### src/source/cache_pkg.sv
// Shared cache types, geometry and fill FSM states, referenced by scoped names from each block
package cache_pkg;

    ////////////////////////////////////////////////////////////////////////////
    // Data and address widths
    ////////////////////////////////////////////////////////////////////////////
    typedef logic [15:0] word_t;        // Processor data word
    typedef logic [15:0] addr_t;        // Word address, processor and memory side

    // Address fields of the direct-mapped L1
    typedef logic [1:0]  offset_t;      // Word in line, addr[1:0]
    typedef logic [3:0]  index_t;       // Line select, addr[5:2]
    typedef logic [9:0]  tag_t;         // Upper bits, addr[15:6]

    ////////////////////////////////////////////////////////////////////////////
    // Geometry
    ////////////////////////////////////////////////////////////////////////////
    localparam int LINE_WORDS = 4;      // Words per line
    localparam int NUM_LINES  = 16;     // Lines in the cache

    // Line fill FSM
    typedef enum logic [2:0] {
        idle,                           // Nothing in flight
        wait_grant,                     // Hold until bus grant (proceed)
        request,                        // One-cycle mem_read
        wait_data,                      // Wait for the word to come back
        finish                          // Tag and valid written here
    } fill_state_t;

endpackage
### src/source/memory_system.sv
// Cache wrapper; joins the tag and data arrays with the fill FSM and steers address and data
module memory_system (
    input  logic             clk,
    input  logic             reset,
    input  logic             enable,                  // Processor access this cycle
    input  logic             proceed,                 // Main memory grant
    input  logic             on_chip_wr,              // Processor write
    input  cache_pkg::addr_t on_chip_memory_address,  // Processor address
    input  cache_pkg::word_t on_chip_memory_data,     // Processor write data
    input  cache_pkg::word_t off_chip_memory_data,    // Main memory read data
    input  logic             memory_data_valid,       // Main memory data strobe
    output cache_pkg::addr_t off_chip_memory_address, // Main memory read address
    output logic             mem_read,                // Main memory read request
    output logic             fsm_busy,                // Stall to processor
    output cache_pkg::word_t data_out,                // Cache read data
    output logic             hit                      // Cache hit
);

    cache_pkg::addr_t cache_addr;       // Address given to both arrays
    cache_pkg::word_t cache_data_in;
    logic             data_write;
    logic             miss;

    cache_pkg::addr_t ctrl_cache_address;
    cache_pkg::word_t ctrl_data;
    logic             ctrl_write_data;
    logic             ctrl_write_tag;

    ////////////////////////////////////////////////////////////////////////////
    // Steering while the controller owns the arrays
    ////////////////////////////////////////////////////////////////////////////
    assign cache_addr    = fsm_busy ? ctrl_cache_address : on_chip_memory_address;
    assign cache_data_in = fsm_busy ? ctrl_data : on_chip_memory_data;
    assign data_write    = fsm_busy ? ctrl_write_data : (enable & on_chip_wr & hit); // Hit only
    assign miss          = enable & ~fsm_busy & ~hit;

    cache_tag_array u_tags (
        .clk       (clk),
        .reset     (reset),
        .addr      (cache_addr),
        .tag_write (ctrl_write_tag),
        .hit       (hit)
    );

    cache_data_array u_data (
        .clk        (clk),
        .addr       (cache_addr),
        .data_in    (cache_data_in),
        .data_write (data_write),
        .data_out   (data_out)
    );

    cache_fill_control u_fill (
        .clk                  (clk),
        .reset                (reset),
        .miss                 (miss),
        .proceed              (proceed),
        .miss_address         (on_chip_memory_address),
        .memory_data          (off_chip_memory_data),
        .memory_data_valid    (memory_data_valid),
        .fsm_busy             (fsm_busy),
        .mem_read             (mem_read),
        .main_memory_address  (off_chip_memory_address),
        .cache_memory_address (ctrl_cache_address),
        .memory_data_out      (ctrl_data),
        .write_data_array     (ctrl_write_data),
        .write_tag_array      (ctrl_write_tag)
    );

endmodule

### src/source/cache_fill_control.sv
// Line fill FSM; on a miss it fetches four words from main memory, then writes the tag
module cache_fill_control (
    input  logic             clk,
    input  logic             reset,
    input  logic             miss,                 // Qualified miss from the wrapper
    input  logic             proceed,              // Bus grant level
    input  cache_pkg::addr_t miss_address,         // Processor address that missed
    input  cache_pkg::word_t memory_data,          // Word from main memory
    input  logic             memory_data_valid,    // One-cycle data strobe
    output logic             fsm_busy,             // Stall to processor
    output logic             mem_read,             // Read request to main memory
    output cache_pkg::addr_t main_memory_address,  // Word being fetched
    output cache_pkg::addr_t cache_memory_address, // Word being filled in the cache
    output cache_pkg::word_t memory_data_out,      // Fill data to data array
    output logic             write_data_array,     // Fill word strobe
    output logic             write_tag_array       // Tag and valid strobe
);

    cache_pkg::fill_state_t state, next_state;
    cache_pkg::addr_t       line_base;     // Latched line address, offset zero
    cache_pkg::offset_t     word_cnt;      // Word of the line in flight
    logic                   last_word;

    assign last_word = (word_cnt == cache_pkg::offset_t'(cache_pkg::LINE_WORDS - 1));

    ////////////////////////////////////////////////////////////////////////////
    // State register and word counter
    ////////////////////////////////////////////////////////////////////////////
    always_ff @(posedge clk) begin
        if (reset) begin
            state    <= cache_pkg::idle;
            word_cnt <= '0;
        end else begin
            state <= next_state;
            if (state == cache_pkg::idle) begin
                word_cnt <= '0;                         // Fill starts at word 0
            end else if (state == cache_pkg::wait_data && memory_data_valid && !last_word) begin
                word_cnt <= word_cnt + 1'b1;            // Step to the next word
            end
        end
    end

    // Line base captured when the miss is accepted
    always_ff @(posedge clk) begin
        if (state == cache_pkg::idle && miss) begin
            line_base <= {miss_address[15:2], 2'b00};
        end
    end

    ////////////////////////////////////////////////////////////////////////////
    // Next state
    ////////////////////////////////////////////////////////////////////////////
    always_comb begin
        next_state = state;
        case (state)
            cache_pkg::idle:       if (miss)    next_state = cache_pkg::wait_grant;
            cache_pkg::wait_grant: if (proceed) next_state = cache_pkg::request;
            cache_pkg::request:                 next_state = cache_pkg::wait_data;
            cache_pkg::wait_data: begin
                if (memory_data_valid) begin
                    next_state = last_word ? cache_pkg::finish : cache_pkg::wait_grant;
                end
            end
            cache_pkg::finish:                  next_state = cache_pkg::idle;
            default:                            next_state = cache_pkg::idle;
        endcase
    end

    // Outputs decoded from the state
    assign fsm_busy         = (state != cache_pkg::idle);
    assign mem_read         = (state == cache_pkg::request);
    assign write_data_array = (state == cache_pkg::wait_data) && memory_data_valid;
    assign write_tag_array  = (state == cache_pkg::finish);     // Last busy cycle

    // Same word address on both sides
    assign main_memory_address  = {line_base[15:2], word_cnt};
    assign cache_memory_address = {line_base[15:2], word_cnt};
    assign memory_data_out      = memory_data;                  // Written on the strobe

endmodule

### src/source/cache_data_array.sv
// Line data of the L1, read combinationally and written one word per clock
module cache_data_array (
    input  logic             clk,
    input  cache_pkg::addr_t addr,       // Index and offset select the word
    input  cache_pkg::word_t data_in,    // Processor or fill data
    input  logic             data_write, // Word write strobe
    output cache_pkg::word_t data_out    // Word at addr
);

    // 16 lines x 4 words
    cache_pkg::word_t mem [cache_pkg::NUM_LINES * cache_pkg::LINE_WORDS];

    cache_pkg::index_t  idx;
    cache_pkg::offset_t off;

    assign idx = addr[5:2];
    assign off = addr[1:0];

    always_ff @(posedge clk) begin
        if (data_write) begin
            mem[{idx, off}] <= data_in;     // Visible to a read next cycle
        end
    end

    assign data_out = mem[{idx, off}];      // Async read

endmodule

### src/source/cache_tag_array.sv
// Valid bits and tags of the L1 lines with the hit compare; tag writes come from the fill FSM
module cache_tag_array (
    input  logic            clk,
    input  logic            reset,
    input  cache_pkg::addr_t addr,      // Shared cache address
    input  logic            tag_write,  // Store tag, set valid
    output logic            hit         // Line valid and tag equal
);

    cache_pkg::tag_t   tags [cache_pkg::NUM_LINES];    // Tag per line
    logic [cache_pkg::NUM_LINES-1:0] valid;            // Valid per line

    cache_pkg::index_t idx;
    cache_pkg::tag_t   addr_tag;

    assign idx      = addr[5:2];        // Index field
    assign addr_tag = addr[15:6];       // Tag field

    // Reset clears all valid bits
    always_ff @(posedge clk) begin
        if (reset) begin
            valid <= '0;
        end else if (tag_write) begin
            valid[idx] <= 1'b1;
        end
    end

    // Tag storage
    always_ff @(posedge clk) begin
        if (tag_write) begin
            tags[idx] <= addr_tag;
        end
    end

    // Combinational lookup, same cycle as the address
    assign hit = valid[idx] && (tags[idx] == addr_tag);

endmodule

### config.mk
export PLATFORM = sky130hd
export DESIGN_NAME = memory_system
export DESIGN_NICKNAME = d
export VERILOG_FILES = /design/src/source/cache_pkg.sv /design/src/source/memory_system.sv /design/src/source/cache_fill_control.sv /design/src/source/cache_data_array.sv /design/src/source/cache_tag_array.sv
export SDC_FILE = /design/constraint.sdc
export NUM_CORES = 1
export LEC_CHECK = 0
export ABC_AREA = 1
export BUFFER_PORTS_ARGS = -buffer_cell sky130_fd_sc_hd__buf_2
export CELL_PAD_IN_SITES_DETAIL_PLACEMENT = 0
export CELL_PAD_IN_SITES_GLOBAL_PLACEMENT = 2
export CORE_ASPECT_RATIO = 1.2
export CORE_UTILIZATION = 40
export DETAILED_ROUTE_END_ITERATION = 12
export GPL_TIMING_DRIVEN = 0
export PLACE_DENSITY = 0.7
export RECOVER_POWER = 50
export SYNTH_ARGS = -nofsm -noshare
export SYNTH_HDL_FRONTEND = slang
export SYNTH_SLANG_ARGS = --single-unit
### constraint.sdc
create_clock -name clk -period 9.1 [get_ports clk]
set_clock_uncertainty 0.05 [all_clocks]
set_input_delay 1.82 -clock clk [delete_from_list [all_inputs] [get_ports clk]]
set_output_delay 1.82 -clock clk [all_outputs]
set_load 0.01 [all_outputs]
Word level (Yosys, flattened, before mapping):

Memory sizes are Yosys's and may differ from the RTL's.
Index checks and enable logic that the tools add are counted.

* add/sub/neg operators: 1
* $mul: 0
* div/mod/pow operators: 0
* order comparisons: 2
* eq/ne operators: 9
* shift operators: 0
* muxes and demuxes: 16
* bitwise logic cells: 7
* reduce and logical (&&, ||, !) cells: 10

Operator list (count)
* $mux W16: 2
* $or A16 B16 Y16: 1
* $mux W3: 4
* $pmux W3 S4: 1
* $eq A10 B10 Y1: 1
* $mux W1: 7
* $eq A3 B2 Y1 const B: 2
* $logic_and A1 B1 Y1: 5
* $lt A4 B5 Y1 const B: 1
* $and A1 B1 Y1: 4
* $bmux W1 S4: 1
* $demux W1 S4: 1
* $ge A4 B1 Y1 const B: 1
* $ne A2 B2 Y1 const B: 2
* $eq A3 B1 Y1 const B: 1
* $eq A3 B3 Y1 const B: 1
* $logic_not A3 Y1: 1
* $reduce_and A3 Y1: 1
* $reduce_bool A3 Y1: 1
* $add A2 B1 Y2 const B: 1
* $eq A2 B2 Y1 const B: 1
* $ne A2 B1 Y1 const B: 1
* $not A1 Y1: 2
* $reduce_or A2 Y1: 1
* $logic_not A1 Y1: 1

* flip-flop bits (word level): 35
* bits in latches: 0
* RAM bits: 1184
* ROM bits: 0
* bits of input ports: 54
* output and inout port bits: 35
* logic and storage cells: 51
* memories: 2

Memory list
* u_data.mem: words 64, bits a word 16, rd ports 1, clocked after Yosys merged registers in 0, wr ports 1, RTL line cache_data_array.sv:11 `cache_pkg::word_t mem [cache_pkg::NUM_LINES * cache_pkg::LINE_WORDS];`
* u_tags.tags: words 16, bits a word 10, rd ports 1, clocked after Yosys merged registers in 0, wr ports 1, RTL line cache_tag_array.sv:10 `cache_pkg::tag_t tags [cache_pkg::NUM_LINES];`

Logic depth before layout (Yosys ltp):

* word-level depth: 9
* depth in mapped cells: 23
* gate-level depth less buffers: 21

Cells and area by module:

A second synthesis with hierarchy kept.

* cells, all modules: 5145
* area total of the unflattened synthesis: 51972.3 um^2

By module, submodules not included
* cache_data_array: times used 1, cells each 4240, area each 43249.0 um^2, sequential area each 30749.5 um^2
* cache_tag_array: times used 1, cells each 699, area each 7253.2 um^2, sequential area each 5124.9 um^2
* cache_fill_control: times used 1, cells each 95, area each 975.9 um^2, sequential area each 520.5 um^2
* memory_system: times used 1, cells each 111, area each 494.2 um^2, sequential area each 0.0 um^2

Least setup slack after synthesis:

Ideal clock, no wire load.

* path kind: input -> output
* from: input port on_chip_memory_address[2]
* to: output port data_out[12]
* arrival: 3.789 ns
* data required time: 7.230 ns
* setup slack: 3.441 ns
* stages on the path: 13
* buffers on the path: 5
* path through: nand3_1 nand2_1 buf_2 buf_2 nand3_1 clkinv_1 buf_2 buf_2 clkbuf_1 a22oi_1 nand3_1 nand2_1 nand3_1

* word-level cells in the longest chain between the ends: 2

RTL lines
* start, declared: RTL line memory_system.sv:8 `input cache_pkg::addr_t on_chip_memory_address,`
* $mux W16: RTL line memory_system.sv:32 `assign cache_addr = fsm_busy ? ctrl_cache_address : on_chip_memory_address;`
* $mem_v2 Z64 W16
* end, declared: RTL line memory_system.sv:15 `output cache_pkg::word_t data_out,`

No other way between the ends.

Final worst setup path:

* from: input port on_chip_memory_address[2]
* to: output port data_out[0]

The elaborated chain is that of the path after synthesis.

==> flow_metrics.tcl <==
set metrics [dict create \
    die_h_um 376 \
    synth_area_leader_cell "edfxtp_1" \
    synth-simple-area-share_pct 10.4 \
    ff_latch_area_um2 36400 \
    synth-edff-count 1198 \
    synth_top_family_by_area "simple AND/OR/NAND/NOR gates" \
    yosys_warnings 0 \
    worst_slew_pin_slew_ns 2.73 \
    dpl.hpwl_um 115000 \
    ir_drop_mv 0.255 \
    grt.overflow.total 0 \
    postCtsHoldBufs 0 \
    yosysTopAreaCellShare_pct 77.2 \
    fin_util_pct 47.2 \
    r2r_start "u_fill.state[0]$_SDFFE_PP0P_" \
    swShare_pct 38.9 \
    rsz0062_at_grt "false" \
    drv_slew 697 \
    layout_common_cells "edfxtp_1, nand2_1, a22oi_1, inv_1, clkbuf_1" \
    synth_compound_area_share_pct 8.15 \
    start_util_pct 40.5 \
    htreeDepth 3 \
    finalWirelength_um 171000 \
    cp.arrival_ns 7.22 \
    cp-startpoint "on_chip_memory_address[2]" \
    gp_congestion 0.937 \
    synth.distinct_cells 33 \
    layout-drive-gt1-share_pct 11.9 \
    final_common_cell "edfxtp_1" \
    cts_tree "done" \
    period_share_pct 99.9 \
    violations "capacitance limit, slew limit" \
    hold_viol 0 \
    cts_made_buffers 119 \
    synth_xor_area_share_pct 0 \
    synth_area_um2 46600 \
    setup_tns_ns 0 \
    powerDensity_nw_per_um2 335 \
    synthCells 3306 \
    fill_cells 10200 \
    grt_antenna_before_repair 7 \
    wl_per_cell_um 32.8 \
    syn_nets 3361 \
    dr.pass1.iters 6 \
    worstPathRequired_ns 7.23 \
    drv_cap 22 \
    stdcell_area_um2 54200 \
    synth-seq-cells 1219 \
    ctsResizeCount 0 \
    seq_area_frac_synth_pct 78.1 \
    clockPowerShare_pct 27.4 \
    min_period_ns 9.09 \
    rows 136 \
    status "finished with violations" \
    place_ws_ns 0.146 \
    async_reset_ff_share_pct 0 \
    placed_cell_area_um2 50800 \
    end_kind "output port" \
    seqPwrFrac_pct 39.1 \
    cellLeakagePower_nw 18.7 \
    nets 3659 \
    drt_iter0_drc 3707 \
    syn2layout_area_growth_pct 16.4 \
    start_kind "input pin" \
    path_class "in -> out" \
    die_x_um 314 \
    dieArea_um2 118000 \
    hp-class "reg -> reg" \
    ctsLongestPathBuffers 3 \
    synthMuxAreaShare_pct 0 \
    path_clk_slew_ns 0.06 \
    synthTopCellsByArea "edfxtp_1, nand2_1, a22oi_1" \
    p_comb_share_pct 33.5 \
    fin_ws_ns 0.00902 \
    multi_input_area_um2 8840 \
    hp-start "u_tags.valid[13]$_SDFFE_PP0P_" \
    setup_violations 0 \
    cp_max_fo 10 \
    maxSlewHeadroom_pct -82.1 \
    io_buffers 87 \
    drc 0 \
    grt_max_degree 65 \
    grt_pass1_wl_um 233000 \
    cts.sinks 1219 \
    p_int_mw 11.1 \
    synth_fa_ha_area_share_pct 0.0269 \
    core_area_um2 115000 \
    p_switching_mw 7.07 \
    clock.fmax_ghz 0.110 \
    gr-usage-all-layers_pct 29.0 \
    clockRootBuffer "clkbuf_16" \
    pin_count 89 \
    ys.flop_type "edfxtp_1" \
    insertion_delay_ns 0.75 \
    syn_area_per_cell_um2 14.1 \
    vias_per_cell 5.81 \
    grt_pass1_vias 29400 \
    dr_total_vias 30300 \
    ant_nets 0 \
]
[worst paths after layout]
path	end	slack, ns	cells past startpoint
max	data_out[0]	0.009	15
min	u_tags.valid[13]$_SDFFE_PP0P_	0.42	2
max reg2reg	u_data.mem[3][6]$_DFFE_PP_	2.06	15
min reg2reg	u_tags.valid[13]$_SDFFE_PP0P_	0.42	2
[cells in the mapped netlist, types with 6 or more instances]
library cell / instances
buf_1: 22
clkinv_1: 6
inv_1: 218
nand3_1: 74
edfxtp_1: 1198
a22o_1: 31
a22oi_1: 321
a21oi_1: 9
o21ai_0: 59
clkbuf_1: 86
nand3b_1: 7
a221oi_1: 67
nand4_1: 99
a31oi_1: 13
buf_2: 52
or2_2: 8
nand2_1: 802
nor2_1: 182
dfxtp_1: 21
nor3_1: 6
[power groups by stage]
stage               Combinational, mW  Sequential (mW)  Clock (mW)
floorplan                        2.84             7.20           0
global placement                 5.89             7.30           0
detailed placement               6.18             7.16           0
CTS                              6.20             7.04        5.00
global route                     6.33             7.11        5.20
finish                           6.10             7.11        4.98
[worst max-delay path: stages]
cell and delay (ns):
buf_2 0.10, nand3_1 0.09, nand2_1 0.35, buf_2 0.39
nand3_1 0.45, inv_2 0.43, clkbuf_1 1.05, buf_1 1.09
a22oi_1 0.25, nand4_1 0.18, o21ai_0 0.27, nand2_1 0.32
inv_1 0.08, nand4_1 0.14, buf_2 0.15
[flip-flops by register name (all words and copies together), names as in the netlist]
name and count:
u_tags.tags 160, u_tags.valid 16, u_fill.line_base 14, u_fill.word_cnt 2
u_data.mem 1024, u_fill.state 3
[cells by family after synthesis]
logic type | Yosys count
compound gates | 513
fa+ha+maj | 1
buf+inv | 388
flops | 1219
simple gates | 1185
[stage by stage]
step,power (mW),instances,hold slack (ns)
after floorplan,10.0,3306,0.391
after global placement,13.2,4911,0.401
after detailed placement,13.3,5002,0.411
after CTS,18.2,5219,0.425
after global routing,18.6,5218,0.446
final,18.2,5219,0.418
[repair_timing]
| action | 4_1_cts | 5_1_grt |
|---|---|---|
| setup buffers | 0 | 0 |
| endpoints found under the setup margin | 0 | 1 |
| hold endpoints to repair | 0 | 0 |
[final cells by class]
cell class                      instances  area share [%]
Sequential cell                      1219            67.1
Tap cell                             1518            3.50
Clock buffer                          144            5.66
Multi-Input combinational cell       1699            16.3
Timing Repair Buffer                  178            3.16
Clock inverter                         73            1.48
Inverter                              228            1.58
Antenna cell                            1         0.00461
Buffer                                159            1.23
[per-layer routing]
layer,vias up,GRT usage (%),share of wire (%)
li1,12800,-,-
met5,-,0,0.023
met4,6,18.2,7.0
met3,432,4.40,7.7
met2,1638,49.0,49
met1,15400,34.7,36
Note: power is estimated with default switching activity, not from simulation.
